File: config.mk
export PLATFORM = sky130hd
export DESIGN_NAME = enc_top
export DESIGN_NICKNAME = d
export VERILOG_FILES = /design/src/hw/enc_cfg_pkg.sv /design/src/hw/enc_ctrl_pkg.sv /design/src/hw/enc_source.sv /design/src/hw/enc_frame_buf.sv /design/src/hw/enc_sink.sv /design/src/hw/enc_top.sv
export SDC_FILE = /design/constraint.sdc
export NUM_CORES = 1
export LEC_CHECK = 0
export BUFFER_PORTS_ARGS = -buffer_cell sky130_fd_sc_hd__buf_4
export CORE_ASPECT_RATIO = 0.7
export CORE_MARGIN = 8
export CORE_UTILIZATION = 36
export DETAILED_ROUTE_END_ITERATION = 10
export SETUP_SLACK_MARGIN = 0.1
export SYNTH_ARGS = -nofsm -noshare
export SYNTH_HDL_FRONTEND = slang
export SYNTH_SLANG_ARGS = --single-unit
export TNS_END_PERCENT = 5
File: constraint.sdc
create_clock -name iclk -period 3.84 [get_ports iclk]
set_clock_uncertainty 0.15 [all_clocks]
set_input_delay 0.192 -clock iclk [delete_from_list [all_inputs] [get_ports iclk]]
set_output_delay 0.192 -clock iclk [all_outputs]
set_load 0.01 [all_outputs]
File: src/hw/enc_cfg_pkg.sv
// Datapath sizes shared by the encoder source, frame buffer and sink
// Referenced by scoped names from every RTL file of the encoder
package enc_cfg_pkg;

  // ------------------------------
  // Word and symbol widths
  // ------------------------------

  // Buffered data word
  localparam int WORD_W = 16;
  // Output symbol (nibble)
  localparam int NIB_W = 4;
  // Symbols per word for the width converter
  localparam int DWC_FACTOR = WORD_W / NIB_W;
  localparam int DWC_CNT_W = 2;

  // Frame tag carried from input to output
  localparam int TAG_W = 4;

  // ------------------------------
  // Buffer geometry
  // ------------------------------

  localparam int BUF_DEPTH = 16;
  // One extra bit so a full 16-word size is representable
  localparam int ADDR_W = 5;
  // Last slot is kept for the parity word
  localparam int MAX_DATA_WORDS = BUF_DEPTH - 1;

endpackage

File: src/hw/enc_ctrl_pkg.sv
// State encodings for the encoder control machines
// Source and sink each pick their own type by scoped name
package enc_ctrl_pkg;

  // ------------------------------
  // Source FSM
  // ------------------------------

  // Idle, data load, parity write, wait for drain
  typedef enum logic [1:0] {
    IDLE   = 2'd0,
    LOAD   = 2'd1,
    PARITY = 2'd2,
    HOLD   = 2'd3
  } src_state_t;

  // ------------------------------
  // Sink FSM
  // ------------------------------

  typedef enum logic {
    WAIT_FULL = 1'b0,
    DRAIN     = 1'b1
  } sink_state_t;

endpackage

File: src/hw/enc_source.sv
// Input side of the encoder: writes one frame of words into the buffer
// and appends the running XOR of the data as a closing parity word
module enc_source (
  input  logic                             iclk,
  input  logic                             ireset,
  input  logic                             iclkena,
  input  logic                             isop,
  input  logic                             ival,
  input  logic                             ieop,
  input  logic [enc_cfg_pkg::WORD_W-1:0]   idat,
  input  logic [enc_cfg_pkg::TAG_W-1:0]    itag,
  input  logic                             buf_empty,
  output logic                             obusy,
  output logic                             wr_en,
  output logic [enc_cfg_pkg::ADDR_W-1:0]   wr_addr,
  output logic [enc_cfg_pkg::WORD_W-1:0]   wr_dat,
  output logic                             wr_done,
  output logic [enc_cfg_pkg::ADDR_W-1:0]   wr_size,
  output logic [enc_cfg_pkg::TAG_W-1:0]    wr_tag
);

  enc_ctrl_pkg::src_state_t state;

  // Data word count, also the next write address
  logic [enc_cfg_pkg::ADDR_W-1:0] cnt;
  // Parity accumulator and latched tag
  logic [enc_cfg_pkg::WORD_W-1:0] acc;
  logic [enc_cfg_pkg::TAG_W-1:0]  tag;
  logic                           load_word;

  // ------------------------------
  // Write port
  // ------------------------------

  // First word only with isop, later words in LOAD
  assign load_word = ival & ((state == enc_ctrl_pkg::LOAD) |
                             ((state == enc_ctrl_pkg::IDLE) & isop));

  assign wr_en   = load_word | (state == enc_ctrl_pkg::PARITY);
  assign wr_addr = (state == enc_ctrl_pkg::IDLE) ? '0 : cnt;
  // Parity goes right after the last data word
  assign wr_dat  = (state == enc_ctrl_pkg::PARITY) ? acc : idat;
  assign wr_done = (state == enc_ctrl_pkg::PARITY);
  assign wr_size = cnt + enc_cfg_pkg::ADDR_W'(1);
  assign wr_tag  = tag;

  // Busy from parity write until the sink has drained the frame
  assign obusy = (state == enc_ctrl_pkg::PARITY) | (state == enc_ctrl_pkg::HOLD);

  // ------------------------------
  // FSM and counter
  // ------------------------------

  always_ff @(posedge iclk or posedge ireset) begin
    if (ireset) begin
      state <= enc_ctrl_pkg::IDLE;
      cnt   <= '0;
    end else if (iclkena) begin
      case (state)
        enc_ctrl_pkg::IDLE: begin
          if (load_word) begin
            cnt   <= enc_cfg_pkg::ADDR_W'(1);
            // Single-word frame goes straight to parity
            state <= ieop ? enc_ctrl_pkg::PARITY : enc_ctrl_pkg::LOAD;
          end
        end
        enc_ctrl_pkg::LOAD: begin
          if (load_word) begin
            cnt <= cnt + enc_cfg_pkg::ADDR_W'(1);
            if (ieop) begin
              state <= enc_ctrl_pkg::PARITY;
            end
          end
        end
        enc_ctrl_pkg::PARITY: state <= enc_ctrl_pkg::HOLD;
        default: begin
          if (buf_empty) begin
            state <= enc_ctrl_pkg::IDLE;
          end
        end
      endcase
    end
  end

  // Accumulator restarts from the first word of each frame
  always_ff @(posedge iclk) begin
    if (iclkena & load_word) begin
      acc <= (state == enc_ctrl_pkg::IDLE) ? idat : (acc ^ idat);
      if (state == enc_ctrl_pkg::IDLE) begin
        tag <= itag;
      end
    end
  end

  // Upstream must respect the busy level
  a_no_val_busy : assert property (@(posedge iclk) disable iff (ireset)
    iclkena & ival |-> !obusy);

  a_sop_idle : assert property (@(posedge iclk) disable iff (ireset)
    iclkena & isop |-> state == enc_ctrl_pkg::IDLE);

  a_cnt_max : assert property (@(posedge iclk) disable iff (ireset)
    cnt <= enc_cfg_pkg::ADDR_W'(enc_cfg_pkg::MAX_DATA_WORDS));

endmodule

File: src/hw/enc_frame_buf.sv
// Single-frame word store between encoder source and sink
// Holds frame size, tag and a full flag handed over from writer to reader
module enc_frame_buf (
  input  logic                             iclk,
  input  logic                             ireset,
  input  logic                             iclkena,
  input  logic                             wr_en,
  input  logic [enc_cfg_pkg::ADDR_W-1:0]   wr_addr,
  input  logic [enc_cfg_pkg::WORD_W-1:0]   wr_dat,
  input  logic                             wr_done,
  input  logic [enc_cfg_pkg::ADDR_W-1:0]   wr_size,
  input  logic [enc_cfg_pkg::TAG_W-1:0]    wr_tag,
  input  logic [enc_cfg_pkg::ADDR_W-1:0]   buf_raddr,
  input  logic                             buf_empty,
  output logic                             buf_full,
  output logic [enc_cfg_pkg::WORD_W-1:0]   buf_rdat,
  output logic [enc_cfg_pkg::ADDR_W-1:0]   buf_size,
  output logic [enc_cfg_pkg::TAG_W-1:0]    buf_tag
);

  logic [enc_cfg_pkg::WORD_W-1:0] mem [enc_cfg_pkg::BUF_DEPTH];

  // ------------------------------
  // Memory
  // ------------------------------

  // Top address bit only matters for the size, not for indexing
  always_ff @(posedge iclk) begin
    if (iclkena) begin
      if (wr_en) begin
        mem[wr_addr[enc_cfg_pkg::ADDR_W-2:0]] <= wr_dat;
      end
      // Registered read, data one cycle after the address
      buf_rdat <= mem[buf_raddr[enc_cfg_pkg::ADDR_W-2:0]];
    end
  end

  // Frame descriptor
  always_ff @(posedge iclk) begin
    if (iclkena & wr_done) begin
      buf_size <= wr_size;
      buf_tag  <= wr_tag;
    end
  end

  // ------------------------------
  // Full flag
  // ------------------------------

  always_ff @(posedge iclk or posedge ireset) begin
    if (ireset) begin
      buf_full <= 1'b0;
    end else if (iclkena) begin
      if (wr_done) begin
        buf_full <= 1'b1;
      end else if (buf_empty) begin
        buf_full <= 1'b0;
      end
    end
  end

  // Source must wait for the drain before closing a new frame
  a_done_not_full : assert property (@(posedge iclk) disable iff (ireset)
    iclkena & wr_done |-> !buf_full);

endmodule

File: src/hw/enc_sink.sv
// Output side of the encoder: drains the buffered frame on request and
// converts 16-bit words to nibbles, lsb first, with sop, eop and tag
module enc_sink (
  input  logic                             iclk,
  input  logic                             ireset,
  input  logic                             iclkena,
  input  logic [enc_cfg_pkg::ADDR_W-1:0]   buf_size,
  input  logic                             buf_full,
  input  logic [enc_cfg_pkg::WORD_W-1:0]   buf_rdat,
  input  logic [enc_cfg_pkg::TAG_W-1:0]    buf_tag,
  input  logic                             ireq,
  output logic                             buf_empty,
  output logic [enc_cfg_pkg::ADDR_W-1:0]   buf_raddr,
  output logic                             ofull,
  output logic                             osop,
  output logic                             oeop,
  output logic                             oval,
  output logic [enc_cfg_pkg::NIB_W-1:0]    odat,
  output logic [enc_cfg_pkg::TAG_W-1:0]    otag
);

  enc_ctrl_pkg::sink_state_t state;

  // Symbol counter within a word
  logic [enc_cfg_pkg::DWC_CNT_W-1:0] sym_cnt;
  logic                              sym_done;
  logic                              sym_zero;
  // Word counter within the frame
  logic [enc_cfg_pkg::ADDR_W-1:0]    word_cnt;
  logic                              word_done;

  // Three-stage pipe to match the buffer read latency
  logic [2:0]                        val;
  logic [2:0]                        eop;
  logic [1:0]                        rval;
  logic [1:0]                        set_sf;
  logic [enc_cfg_pkg::WORD_W-1:0]    rdat;

  logic                              work_done;
  logic                              start;
  logic                              take;

  assign work_done = sym_done & word_done;
  assign start     = (state == enc_ctrl_pkg::WAIT_FULL) & buf_full;
  // A request accepted during drain
  assign take      = (state == enc_ctrl_pkg::DRAIN) & ireq;

  // Last request of the frame releases the buffer
  assign buf_empty = take & work_done;
  assign buf_raddr = word_cnt;

  // ------------------------------
  // FSM and counters
  // ------------------------------

  always_ff @(posedge iclk or posedge ireset) begin
    if (ireset) begin
      state     <= enc_ctrl_pkg::WAIT_FULL;
      sym_cnt   <= '0;
      sym_done  <= 1'b0;
      sym_zero  <= 1'b1;
      word_cnt  <= '0;
      word_done <= 1'b0;
    end else if (iclkena) begin
      if (state == enc_ctrl_pkg::WAIT_FULL) begin
        state     <= buf_full ? enc_ctrl_pkg::DRAIN : enc_ctrl_pkg::WAIT_FULL;
        sym_cnt   <= '0;
        sym_done  <= 1'b0;
        sym_zero  <= 1'b1;
        word_cnt  <= '0;
        word_done <= 1'b0;
      end else if (ireq) begin
        if (work_done) begin
          state <= enc_ctrl_pkg::WAIT_FULL;
        end
        sym_cnt  <= sym_done ? '0 : (sym_cnt + 1'b1);
        sym_done <= (sym_cnt == enc_cfg_pkg::DWC_CNT_W'(enc_cfg_pkg::DWC_FACTOR - 2));
        sym_zero <= sym_done;
        // Word counter steps after the last symbol of a word
        if (sym_done) begin
          word_cnt  <= word_done ? '0 : (word_cnt + 1'b1);
          word_done <= (word_cnt == buf_size - enc_cfg_pkg::ADDR_W'(2));
        end
      end
    end
  end

  // ------------------------------
  // Strobes and frame marks
  // ------------------------------

  always_ff @(posedge iclk or posedge ireset) begin
    if (ireset) begin
      val    <= '0;
      eop    <= '0;
      rval   <= '0;
      set_sf <= '0;
      ofull  <= 1'b0;
      osop   <= 1'b0;
    end else if (iclkena) begin
      val    <= {val[1:0], take};
      eop    <= {eop[1:0], take & work_done};
      // Word load marker for the first symbol of each word
      rval   <= {rval[0], take & sym_zero};
      set_sf <= {set_sf[0], start};
      if (set_sf[1]) begin
        ofull <= 1'b1;
      end else if (oeop) begin
        ofull <= 1'b0;
      end
      // sop stays up until the first symbol has gone out
      if (set_sf[1]) begin
        osop <= 1'b1;
      end else if (oval) begin
        osop <= 1'b0;
      end
    end
  end

  assign oval = val[2];
  assign oeop = eop[2];

  // ------------------------------
  // Width converter
  // ------------------------------

  always_ff @(posedge iclk) begin
    if (iclkena) begin
      if (val[1]) begin
        rdat <= rval[1] ? buf_rdat : (rdat >> enc_cfg_pkg::NIB_W);
      end
      if (start) begin
        otag <= buf_tag;
      end
    end
  end

  // Least significant nibble leaves first
  assign odat = rdat[enc_cfg_pkg::NIB_W-1:0];

  a_val_in_full : assert property (@(posedge iclk) disable iff (ireset)
    oval |-> ofull);

endmodule

File: src/hw/enc_top.sv
// Encoder output end: frame source, single-frame buffer and nibble sink
// Upstream honours obusy, downstream pulls symbols with ireq
module enc_top (
  input  logic                             iclk,
  input  logic                             ireset,
  input  logic                             iclkena,
  input  logic                             isop,
  input  logic                             ival,
  input  logic                             ieop,
  input  logic [enc_cfg_pkg::WORD_W-1:0]   idat,
  input  logic [enc_cfg_pkg::TAG_W-1:0]    itag,
  input  logic                             ireq,
  output logic                             obusy,
  output logic                             ofull,
  output logic                             osop,
  output logic                             oeop,
  output logic                             oval,
  output logic [enc_cfg_pkg::NIB_W-1:0]    odat,
  output logic [enc_cfg_pkg::TAG_W-1:0]    otag
);

  // ------------------------------
  // Source to buffer
  // ------------------------------

  logic                           wr_en;
  logic [enc_cfg_pkg::ADDR_W-1:0] wr_addr;
  logic [enc_cfg_pkg::WORD_W-1:0] wr_dat;
  logic                           wr_done;
  logic [enc_cfg_pkg::ADDR_W-1:0] wr_size;
  logic [enc_cfg_pkg::TAG_W-1:0]  wr_tag;

  // Buffer and sink handshake
  logic                           buf_full;
  logic                           buf_empty;
  logic [enc_cfg_pkg::ADDR_W-1:0] buf_raddr;
  logic [enc_cfg_pkg::WORD_W-1:0] buf_rdat;
  logic [enc_cfg_pkg::ADDR_W-1:0] buf_size;
  logic [enc_cfg_pkg::TAG_W-1:0]  buf_tag;

  enc_source source0 (
    .iclk      (iclk),
    .ireset    (ireset),
    .iclkena   (iclkena),
    .isop      (isop),
    .ival      (ival),
    .ieop      (ieop),
    .idat      (idat),
    .itag      (itag),
    .buf_empty (buf_empty),
    .obusy     (obusy),
    .wr_en     (wr_en),
    .wr_addr   (wr_addr),
    .wr_dat    (wr_dat),
    .wr_done   (wr_done),
    .wr_size   (wr_size),
    .wr_tag    (wr_tag)
  );

  enc_frame_buf buf0 (
    .iclk      (iclk),
    .ireset    (ireset),
    .iclkena   (iclkena),
    .wr_en     (wr_en),
    .wr_addr   (wr_addr),
    .wr_dat    (wr_dat),
    .wr_done   (wr_done),
    .wr_size   (wr_size),
    .wr_tag    (wr_tag),
    .buf_raddr (buf_raddr),
    .buf_empty (buf_empty),
    .buf_full  (buf_full),
    .buf_rdat  (buf_rdat),
    .buf_size  (buf_size),
    .buf_tag   (buf_tag)
  );

  enc_sink sink0 (
    .iclk      (iclk),
    .ireset    (ireset),
    .iclkena   (iclkena),
    .buf_size  (buf_size),
    .buf_full  (buf_full),
    .buf_rdat  (buf_rdat),
    .buf_tag   (buf_tag),
    .ireq      (ireq),
    .buf_empty (buf_empty),
    .buf_raddr (buf_raddr),
    .ofull     (ofull),
    .osop      (osop),
    .oeop      (oeop),
    .oval      (oval),
    .odat      (odat),
    .otag      (otag)
  );

endmodule

# Word-level counts from Yosys, hierarchy flattened
# Memory sizes are Yosys's and may differ from the RTL's. A register that Yosys moved wholly into a read port is not among the register bits.
# Cells that the tools add are included.
[totals]
regBits = 80
latchBits = 0
ram_bits = 256
rom_bits = 0
inputBits = 27
output_inout_bits = 13
wordCells = 107
mem_count = 1
[memory_table]
columns = ["memory", "depth", "width", "read_ports", "rd_ports_with_merged_regs", "wr", "line_no", "rtl"]
rows = [
  ["buf0.mem", 16, 16, 1, 1, 1, "enc_frame_buf.sv:21", "logic [enc_cfg_pkg::WORD_W-1:0] mem [enc_cfg_pkg::BUF_DEPTH];"],
]
[op_classes]
add_sub_neg = 4
mul = 0
div_mod_pow = 0
n_lt_le_gt_ge = 0
eq_ne = 10
shift = 0
muxes = 40
n_bitwise = 14
n_reduce_logical = 16
[ops]
columns = ["op", "count"]
rows = [
  ["2-to-1 mux 16 bit", 2],
  ["2-to-1 mux 5 bit", 6],
  ["2-to-1 mux 1 bit", 20],
  ["2-to-1 mux 2 bit", 8],
  ["bitwise XOR 16 bit", 1],
  ["AND reduction 2 bit", 7],
  ["2-to-1 mux 12 bit", 1],
  ["adder 5 x 1 -> 5 bit (second input constant)", 2],
  ["case mux 5 bit (2 select lines)", 1],
  ["bitwise AND 1 bit", 9],
  ["nonzero test 2 bit", 4],
  ["== test 2 bit (second input constant)", 3],
  ["inequality test 2 bit (second input constant)", 3],
  ["case mux 2 bit (3 select lines)", 1],
  ["== test 5 bit", 1],
  ["AND reduction 5 bit", 1],
  ["subtractor 5 x 2 -> 5 bit (second input constant)", 1],
  ["2-to-1 mux 4 bit", 1],
  ["inequality test 2 x 1 -> 1 bit (second input constant)", 2],
  ["AND reduction 4 bit", 1],
  ["nonzero test 4 bit", 1],
  ["bitwise OR 1 bit", 3],
  ["AND reduction 3 bit", 1],
  ["adder 2 x 1 -> 2 bit (second input constant)", 1],
  ["3 further kinds", 3],
]

# Longest topological paths before layout
# Gate-level depths: netlist of the first run.
[depth]
depth_word = 8
depth_mapped = 7
ltp_nobuf = 6

# Modules after synthesis
# Synthesis of the first run repeated with hierarchy kept, for this count alone.
[unflattened]
hier_cells = 712
hier_area_um2 = 14037.2
[by_module_without_submodules]
columns = ["module", "n_inst", "cells_each", "area_per_inst_um2", "seq_area_each_um2"]
rows = [
  ["enc_frame_buf", 1, 447, 10602.7, 8463.1],
  ["enc_sink", 1, 139, 1881.8, 1177.4],
  ["enc_source", 1, 126, 1552.7, 775.7],
]

# Least setup slack after synthesis of the first run
# Ideal clock, no wire load.
[synth_path]
path_kind = "register to register"
from = "register source0.state[0]"
to = "memory buf0.mem[0][0] (netlist bit), enable pin"
setup_ps = 409
arrival_time_ps = 2496
required_time_ps = 3281
setup_slack_ps = 784
path_stages_with_launch = 7
n_path_buf = 2
period_less_slack_ps = 3056
cell_sequence = "dfrtp_1 inv_1 ha_1 clkbuf_1 buf_2 a21oi_1 nor3_1"
[synth_via]
word_cells_on_any_way = 11
cone_classes = "eq/ne: 2; mux: 4; bitwise: 4; reduce/logical: 1"
[synth_rtl]
columns = ["item", "line_no", "rtl"]
rows = [
  ["start, declared", "enc_source.sv:22", "enc_ctrl_pkg::src_state_t state;"],
  ["start signal, assigned", "enc_source.sv:56", "state <= enc_ctrl_pkg::IDLE;"],
  ["start signal, assigned", "enc_source.sv:64", "state <= ieop ? enc_ctrl_pkg::PARITY : enc_ctrl_pkg::LOAD;"],
  ["start signal, assigned", "enc_source.sv:71", "state <= enc_ctrl_pkg::PARITY;"],
  ["== test 2 bit", "--", ""],
  ["named net buf0.wr_done", "enc_frame_buf.sv:10", "input logic wr_done,"],
  ["bitwise OR 1 bit", "enc_source.sv:39", "assign wr_en = load_word | (state == enc_ctrl_pkg::PARITY);"],
  ["2-to-1 mux 1 bit", "enc_frame_buf.sv:30", "if (wr_en) begin"],
  ["2-to-1 mux 1 bit", "enc_frame_buf.sv:29", "if (iclkena) begin"],
  ["2-to-1 mux 1 bit (implied by the code)", "enc_frame_buf.sv:31", "mem[wr_addr[enc_cfg_pkg::ADDR_W-2:0]] <= wr_dat;"],
  ["end, declared", "enc_frame_buf.sv:21", ""],
]
# The timed path passes the listed nets, and every way through them passes these cells.

# Worst setup path in the final report of the first run
[layout_path]
from = "register source0.state[0]"
to = "memory buf0.mem[2][12] (netlist bit), enable pin"
[layout_via]
elab_chain_cells = 8
word_cells_on_any_way = 11
cone_classes = "eq/ne: 2; mux: 4; bitwise: 4; reduce/logical: 1"
[layout_lines]
columns = ["item", "line_no", "rtl"]
rows = [
  ["zero test 2 bit", "enc_source.sv:37, enc_source.sv:40", ""],
  ["bitwise AND 1 bit", "enc_source.sv:37", "((state == enc_ctrl_pkg::IDLE) & isop));"],
  ["bitwise OR 1 bit", "enc_source.sv:36", "assign load_word = ival & ((state == enc_ctrl_pkg::LOAD) |"],
  ["bitwise AND 1 bit", "enc_source.sv:36", ""],
  ["bitwise OR 1 bit", "enc_source.sv:39", ""],
  ["2-to-1 mux 1 bit", "enc_frame_buf.sv:30", ""],
  ["2-to-1 mux 1 bit", "enc_frame_buf.sv:29", ""],
  ["2-to-1 mux 1 bit (implied by the code)", "enc_frame_buf.sv:31", ""],
]
# Parallel ways exist; a longest one is shown, timed or not.

==> results.md, run 1 <==
* Final WL at 29200 um
* Fin util at 42.4%
* Post-synth EDFFs at 321
* Reg area at 10400 um2
* Sequential area share after synthesis at 74.5%
* P per Cell Area at 668 nW/um2
* I/O pin total at 40
* Initial antenna violation count at 2
* Yosys warns at 0
* Drt initial violations at 780
* Overall routing resource usage at 12.8%
* Synth Cell Area at 14000 um2
* Crit Path Category: reg2reg
* Root Buffer: clkbuf_16
* Die Span Y at 181 um
* Num rows at 60
* Clock-pin slew on the worst setup and hold paths at 70 ps
* Post_cts resized at 0
* RePlAce Congestion at 0.756
* # port buffers at 39
* Cell variety after synth at 42
* CTS Buf Count at 31
* Die Area at 45500 um2
* Residual DRC at 0
* CTS tree: yes
* Final global-route overflow total at 0
* Critical Path RT at 3950 ps
* Clk Latency, worst-skew pair at 550 ps
* Startpoint types: flop
* Dpl hpwl at 19200 um
* Critical Path Fanout Max at 18
* Worst Hold Class: in2async
* Number of synthesized register bits at 352
* Postcts setup bufs at 0
* Clock sinks at 352
* Die width at 252 um
* Largest net degree at the start of global routing at 46
* Clk buf depth at 3
* Max incr delay on CP at 830 ps
* Multi-input logic area at 3290 um2
* Most frequent cells in the layout: edfxtp_1 (321), buf_4 (68), mux4_2 (64), nand2_1 (47), mux2_2 (36)
* Slew headroom at 24.7%
* Antenna diode count at 0
* Nets@finish at 863
* Final ANT Viol Nets at 0
* Commonest non-fill, non-tap cell in the layout: edfxtp_1
* Setup TNS Final at 0 ps
* FILL cells at 3359
* Finish-stage setup viols at 0
* Starting density of the core at 36.4%
* First-pass GRT wire length at 44600 um
* Crit-path slowest cell: nor3_2
* Critical path endpoint category: flop
* Maximum VDD drop at 0.337 mV
* Fin. Hold Viols at 0
* Vias at 6978
* RSZ-0062 raised after global routing: false
* Synth Net Count at 775
* Max-slew violations at 0
* Final Cycle Share at 81.0%
* Post-Syn Instances at 740
* Async SR Flop Fraction at 8.81%
* Buffers and inverters on the worst path at 3
* CP cell instances: inv_1 > ha_1 > clkinv_1 > nand3_1 > nor3_2 > buf_4
* Top FF cell, synth: edfxtp_1
* Drt pass-1 iters at 5
* CTS H-tree lvls at 1
* Total power at 0.0109 W
* Syn avg cell area at 18.9 um2
* Number of global-route vias before repair at 6970
* Max cap viols at 0
* Fmax at 321 MHz
* Via density per instance at 5.06
* Status: finished, final reports clean
* Worst Tran Pin Value at 1130 ps
* Crit path time final at 3110 ps
* Core area at 38400 um2
* CP delay by family, top: simple AND/OR/NAND/NOR gates
* Data arrival, critical path at 3220 ps
* Leak pwr at 5.40 nW
* Fraction of layout cells with a size suffix above 1 at 26.5%
* DR WL/cell at 21.2 um
* Synth-to-Final Area Change at 16.3%
==> final timing paths <==
check / slack, ps / depth (start not counted) / to / from
worst max-delay path: 730 / 6 / buf0.mem[2][12] / source0.state[0]
worst min-delay path: 150 / 4 / sink0.sym_cnt[1] / ireset
worst max register to register: 730 / 6 / buf0.mem[2][12] / source0.state[0]
worst min register to register: 270 / 0 / buf0.buf_tag[0] / source0.wr_tag[0]
max in group asynchronous: 3050 / 4 / sink0.buf_raddr[0] / ireset
min in group iclk: 220 / 2 / source0.wr_tag[2] / itag[2]
==> tightest hold or removal path: stages <==
cell	delay [ps]
dlygate4sd3_1	540
buf_4	130
inv_1	40
buf_4	380
==> registers in the layout, indices dropped and copies added, names as in the netlist, 2 cells and up <==
| signal | cells |
|---|---|
| sink0.val | 3 |
| sink0.rval | 2 |
| buf0.mem | 256 |
| sink0.rdat | 16 |
| sink0.buf_raddr | 5 |
| source0.state | 2 |
| sink0.otag | 4 |
| source0.acc | 16 |
| buf0.buf_rdat | 16 |
| buf0.buf_size | 5 |
| sink0.set_sf | 2 |
| sink0.eop | 3 |
| buf0.buf_tag | 4 |
| source0.wr_tag | 4 |
| source0.cnt | 5 |
| sink0.sym_cnt | 2 |
==> synth_stat cells, types with 3 or more instances <==
master	instances	area share [%]
o21ai_0	19	0.68
nor3_1	7	0.25
ha_1	8	0.72
dfrtp_1	30	5.4
xnor2_1	21	1.3
nand3_1	15	0.54
nand4_1	3	0.13
a22oi_1	32	1.7
nor2_1	25	0.67
nand3b_1	5	0.27
a22o_1	4	0.25
nand2_1	47	1.3
mux2_2	36	2.9
inv_1	14	0.38
a21o_1	3	0.16
a32o_1	3	0.21
a21oi_1	5	0.18
mux4_2	64	10
edfxtp_1	321	69
buf_2	10	0.36
xor2_1	4	0.25
and2_1	11	0.49
nor2b_1	5	0.22
clkbuf_1	19	0.51
buf_4	7	0.38
==> power by group <==
group	internal (W)	leakage (nW)	switching, W
Clock	0.00180	0.504	0.00134
Sequential	0.00486	3.30	0.000332
Combinational	0.00110	1.60	0.00142
Total	0.00776	5.40	0.00309
==> final cells by class <==
| class | count | share of cell area [%] |
|---|---|---|
| flip-flops and latches | 352 | 64.1 |
| multi-input cells | 332 | 20.2 |
| clock buffers | 41 | 5.37 |
| repair buffers | 96 | 4.93 |
| well taps | 527 | 4.06 |
| clock inverters | 16 | 0.977 |
| inverters | 15 | 0.346 |
==> kinds of logic (layout without fill, tap and decap cells) <==
logic type / after synthesis / count (layout) / synth area share, %
DFF: 352 / 352 / 74.5
xor gates and xnor gates: 25 / 25 / 1.57
muxes: 100 / 100 / 13.2
adders and majority gates: 8 / 8 / 0.716
and+or+nand+nor: 123 / 123 / 4.07
buffers and inverters: 56 / 168 / 2.12
AOI/OAI and AO/OA: 76 / 76 / 3.80
==> per-layer routing <==
metal	global-route usage [%]	routed length, um	vias to the layer above
li1	-	-	3110
met4	2.37	414	0
met2	17.3	12000	243
met5	0	0	-
met1	20.6	14500	3586
met3	2.94	2260	39
==> metrics by stage <==
step	instances	setup WS (ps)	hold slack (ps)	area [um2]
after global routing	1379	474	166	16300
after global placement	1295	877	165	15000
after CTS	1379	731	132	16300
after floorplan	740	784	141	14000
after detailed placement	1295	749	167	15000
final	1379	728	147	16300
==> what timing repair did <==
| action | 4_1_cts | 5_1_grt |
|---|---|---|
| endpoints found under the hold margin | 65 | 0 |
| hold buffers | 27 | 0 |
| setup endpoints to repair | 0 | 0 |
Note: power is estimated with default switching activity, not from simulation.
==> inputs of run 2 (changes only) <==
Clock period 3.84 ns to 3.1 ns, I/O delays scaled along.
==> results.md, run 2 (synthesis results as in run 1) <==
* Status: finished, final reports clean
* Drt pass-1 iters at 7
* Die Area at 45500 um2
* Nets@finish at 870
* Final global-route overflow total at 0
* Largest net degree at the start of global routing at 27
* Drt initial violations at 867
* R2R cell count at 4
* Critical Path End: buf0.buf_rdat[14]
* Fraction of layout cells with a size suffix above 1 at 27.1%
* Final ANT Viol Nets at 0
* CTS H-tree lvls at 2
* Reg2reg end: buf0.buf_rdat[14]
* CTS tree: yes
* Root Buffer: clkbuf_16
* # port buffers at 39
* Overall routing resource usage at 13.8%
* Num rows at 60
* Maximum VDD drop at 0.429 mV
* CP Launch Point: sink0.buf_raddr[0]
* Flop2flop setup slack at 620 ps
* Startpoint types: flop
* Critical Path Fanout Max at 25
* Worst Tran Pin Value at 1010 ps
* Initial antenna violation count at 0
* First-pass GRT wire length at 47900 um
* P per Cell Area at 845 nW/um2
* Final Cycle Share at 80.1%
* Clk buf depth at 3
* Clk Latency, worst-skew pair at 520 ps
* Crit path time final at 2480 ps
* Worst slack at placement at 612 ps
* Synth-to-Final Area Change at 17.3%
* Critical Path RT at 3200 ps
* Number of global-route vias before repair at 7062
* Slew headroom at 32.6%
* Fin. Hold Viols at 0
* Final WL at 31300 um
* Starting density of the core at 36.4%
* Dpl hpwl at 20200 um
* Most frequent cells in the layout: edfxtp_1 (321), buf_4 (71), mux4_2 (64), nand2_1 (47), clkbuf_16 (37)
* Max cap viols at 0
* Clock sinks at 352
* Multi-input logic area at 3290 um2
* Design Area, Final at 16400 um2
* Postcts setup bufs at 0
* RePlAce Congestion at 0.806
* Critical path endpoint category: flop
* Finish-stage setup viols at 0
* Min Hold Slack at 217 ps
* Die width at 252 um
* Data arrival, critical path at 2590 ps
* Worst reg2reg path startpoint: sink0.buf_raddr[0]
* Reg area at 10400 um2
* Fmax at 403 MHz
* Commonest non-fill, non-tap cell in the layout: edfxtp_1
* Final WS setup at 618 ps
* Setup TNS Final at 0 ps
* Crit Path Category: reg2reg
* Max reg flops at 256
* Via density per instance at 5.08
* DR WL/cell at 22.5 um
* FILL cells at 3371
* I/O pin total at 40
* Clock-pin slew on the worst setup and hold paths at 60 ps
* Max-slew violations at 0
* Leak pwr at 5.48 nW
* Worst Hold Class: in2reg
* Residual DRC at 0
* Core area at 38400 um2
* CTS Buf Count at 34
* Antenna diode count at 0
* RSZ-0062 raised after global routing: false
* Placed cell areas at 15000 um2
* Die Span Y at 181 um
* Vias at 7050
run 2: changes by cell type in the layout (fill, tap and decap cells not counted), sizes merged:
| cell | change |
|---|---|
| clkinvlp | -1 |
| buf | +4 |
| clkinv | +3 |
| clkbuf | +3 |
run 2: worst min path at each step:
stage / start / end / slack (ps) / cells past startpoint
after floorplan: itag[0] / source0.wr_tag[0] / 100 / 0
after global placement: itag[3] / source0.wr_tag[3] / 180 / 1
after detailed placement: itag[0] / source0.wr_tag[0] / 190 / 1
after CTS: itag[1] / source0.wr_tag[1] / 190 / 2
after global routing: itag[0] / source0.wr_tag[0] / 200 / 2
final: itag[0] / source0.wr_tag[0] / 220 / 2
run 2: area by class of cell:
type / count / area share, %
timing repair buffer: 100 / 5.14
sequential: 352 / 63.5
multi-input combinational: 332 / 20.0
inverter: 15 / 0.343
clock inverter: 18 / 0.977
clock buffer: 44 / 5.93
tap: 527 / 4.02
run 2: routing by layer:
metal | routed length [um] | share of wire (%) | vias up | global-route usage [%]
li1 | - | - | 3120 | -
met1 | 16300 | 52 | 3657 | 23.0
met2 | 12100 | 39 | 235 | 17.2
met3 | 2440 | 7.8 | 38 | 3.68
met4 | 425 | 1.4 | 0 | 3.02
met5 | 0 | 0 | - | 0
run 2: critical path: stages, from the launching register on:
cell     delay [ps]
dfrtp_4         700
buf_12          290
mux4_2          570
a22oi_1         360
nand2_1         100
run 2: what timing repair did:
| item | CTS | global route |
|---|---|---|
| endpoints found under the hold margin | 69 | 0 |
| hold buffers | 27 | 0 |
| resized for setup | 0 | 0 |
run 2: power by group:
group,internal (W),switching [W]
Clock,0.00247,0.00175
Combinational,0.00140,0.00177
Sequential,0.00603,0.000447
Total,0.00990,0.00396
run 2: metrics by stage:
step	total power, W	util [%]	instances
after global placement	0.00971	39.1	1299
final	0.0139	42.7	1388
after detailed placement	0.00973	39.1	1299
after global routing	0.0145	42.7	1388
after CTS	0.0140	42.7	1388
after floorplan	0.00864	-	740
==> inputs of run 3 (changes only) <==
Settings changed: ABC_AREA from default to 1.
Clock period 3.1 ns to 2.1 ns, I/O delays scaled along.
==> results.md, run 3 <==
* WL met3 at 2940 um
* Cell variety after synth at 29
* Post-Syn Instances at 1507
* Slew headroom at 47.8%
* Most frequent cells in the layout: nand2_1 (412), edfxtp_1 (321), inv_1 (282), nand3_1 (239), buf_4 (88)
* Clk pwr share at 26.4%
* Root Buffer: clkbuf_16
* Synth Cell Area at 15500 um2
* # port buffers at 39
* Drt initial violations at 1005
* Switching power at 0.00845 W
* Number of synthesized register bits at 352
* Fraction of layout cells with a size suffix above 1 at 13.7%
* Critical path endpoint category: flop
* Die Span Y at 189 um
* Drt pass-1 iters at 5
* Top layer in use: met4
* Crit Path Category: reg2reg
* Final global-route overflow total at 0
* Async SR Flop Fraction at 8.81%
* Starting density of the core at 36.5%
* CTS H-tree lvls at 2
* Fmax at 486 MHz
* Die Area at 50000 um2
* Post-synth EDFFs at 321
* Post-synth top area cell: edfxtp_1
* Vias at 10.4k
* Die width at 264 um
* Via density per instance at 4.72
* Sequential area share after synthesis at 67.3%
* Startpoint types: flop
* Nets@finish at 1657
* Dpl hpwl at 25500 um
* Worst Tran Pin Value at 782 ps
* Overall routing resource usage at 15.3%
* Setup TNS Final at 0 ps
* Placed cell areas at 17200 um2
* P_int at 0.0154 W
* Final WL at 38300 um
* RSZ-0062 raised after global routing: true
* Comb pwr share at 33.7%
* Critical Path Fanout Max at 10
* DR WL/cell at 17.4 um
* Leak pwr at 8.02 nW
* Final WS setup at 43.6 ps
* Number of global-route vias before repair at 9992
* Clk Latency, worst-skew pair at 530 ps
* Clk buf depth at 3
* Max cap viols at 0
* Clock sinks at 352
* Top FF cell, synth: edfxtp_1
* Met2 WL at 16200 um
* Residual DRC at 0
* Clock-pin slew on the worst setup and hold paths at 70 ps
* Top-area cell type share of the netlist area at 62.3%
* First-pass GRT wire length at 59200 um
* Yosys warns at 0
* CTS Buf Count at 36
* Commonest non-fill, non-tap cell in the layout: nand2_1
* Data arrival, critical path at 2130 ps
* Design Area, Final at 18700 um2
* Total power at 0.0239 W
* Synth area leaders: edfxtp_1 (62%), nand2_1 (10%), nand3_1 (7.8%)
* Synth-to-Final Area Change at 21.0%
* Seq pwr share at 40.0%
* CTS tree: yes
* Crit path time final at 2060 ps
* Num rows at 63
* Final ANT Viol Nets at 0
* Maximum VDD drop at 0.853 mV
* Antenna diode count at 0
* Initial antenna violation count at 0
* Final Cycle Share at 97.9%
* Max reg flops at 256
* Sw Share at 35.4%
* Largest net degree at the start of global routing at 66
* Commonest cells in the netlist: nand2_1 (419), edfxtp_1 (321), inv_1 (287), nand3_1 (241), nor2_1 (37)
* I/O pin total at 40
* M1 wire length at 18600 um
* Flop2flop setup slack at 40 ps
* Worst reg2reg path startpoint: source0.state[0]
* Reg2reg end: buf0.mem[8][7]
* Worst Hold Class: in2async
* Core area at 42400 um2
* Worst slack at placement at -1.33 ps
* Most common cell in the netlist: nand2_1
* Status: finished, final reports clean
* P per Cell Area at 1270 nW/um2
* Syn avg cell area at 10.3 um2
* R2R cell count at 10
* Fin. Hold Viols at 0
* Critical Path RT at 2170 ps
* Synth Net Count at 1542
* Min Hold Slack at 150 ps
* RePlAce Congestion at 0.858
* Finish-stage setup viols at 0
* Max-slew violations at 0
-- run 3: kinds of logic (layout without fill, tap and decap cells) --
| group | after synthesis | in the layout | share of synthesized area [%] |
|---|---|---|---|
| AND/OR/NAND/NOR | 740 | 740 | 20.6 |
| AO/OA/AOI/OAI | 27 | 27 | 0.938 |
| flip-flops | 352 | 352 | 67.3 |
| buffers and inverters | 359 | 498 | 9.35 |
| adder cells (fa/ha/maj) | 8 | 8 | 0.647 |
| XOR/XNOR | 21 | 21 | 1.19 |
-- run 3: worst max-delay path by stage --
stage	end	startpoint	slack (ps)
after floorplan	buf0.mem[15][0]	source0.state[1]	80
after global placement	buf0.mem[7][0]	source0.state[0]	30
after detailed placement	buf0.mem[8][14]	source0.state[0]	-1
after CTS	buf0.mem[15][0]	source0.state[0]	50
after global routing	buf0.mem[8][7]	source0.state[0]	-30
final	buf0.mem[8][7]	source0.state[0]	40
-- run 3: stage by stage --
step,instances,util [%]
2_1_floorplan,1507,-
3_3_place_gp,2106,40.6
3_5_place_dp,2106,40.6
4_1_cts,2198,44.1
5_1_grt,2198,44.2
6_report,2198,44.2
-- run 3: final cells by class --
type                       count  area [um2]
clock inverter                16         160
sequential                   352       10400
fill                        3901       23700
inverter                     292        1100
tap                          552         691
timing repair buffer         144        1490
clock buffer                  46         980
multi-input combinational    796        3890
-- run 3: what timing repair did --
action,4_1_cts,5_1_grt
buffers inserted,4,0
endpoints found under the setup margin,257,261
pin swaps,2,10
resized for setup,9,13
hold buffers,26,0
hold endpoints to repair,112,0
-- run 3: critical path: stages (launching register included) --
cell	delay, ps
dfrtp_2	420
inv_2	80
ha_4	200
nor2_4	130
inv_2	60
nand2_4	70
nand2_4	70
nand2_8	150
nand2_8	90
nor2_4	170
buf_12	160
-- run 3: power by group through the flow --
stage	Sequential, W	Combinational, W	Clock (W)
after detailed placement	0.00969	0.00772	0
after global routing	0.00962	0.00876	0.00667
after CTS	0.00955	0.00790	0.00642
final	0.00955	0.00804	0.00629
after floorplan	0.00957	0.00459	0
after global placement	0.00967	0.00761	0
-- run 3: layer usage --
layer | GRT usage, % | up-vias
met5 | 0 | -
li1 | - | 5048
met1 | 23.2 | 4929
met3 | 2.99 | 47
met4 | 3.42 | 0
met2 | 22.3 | 346
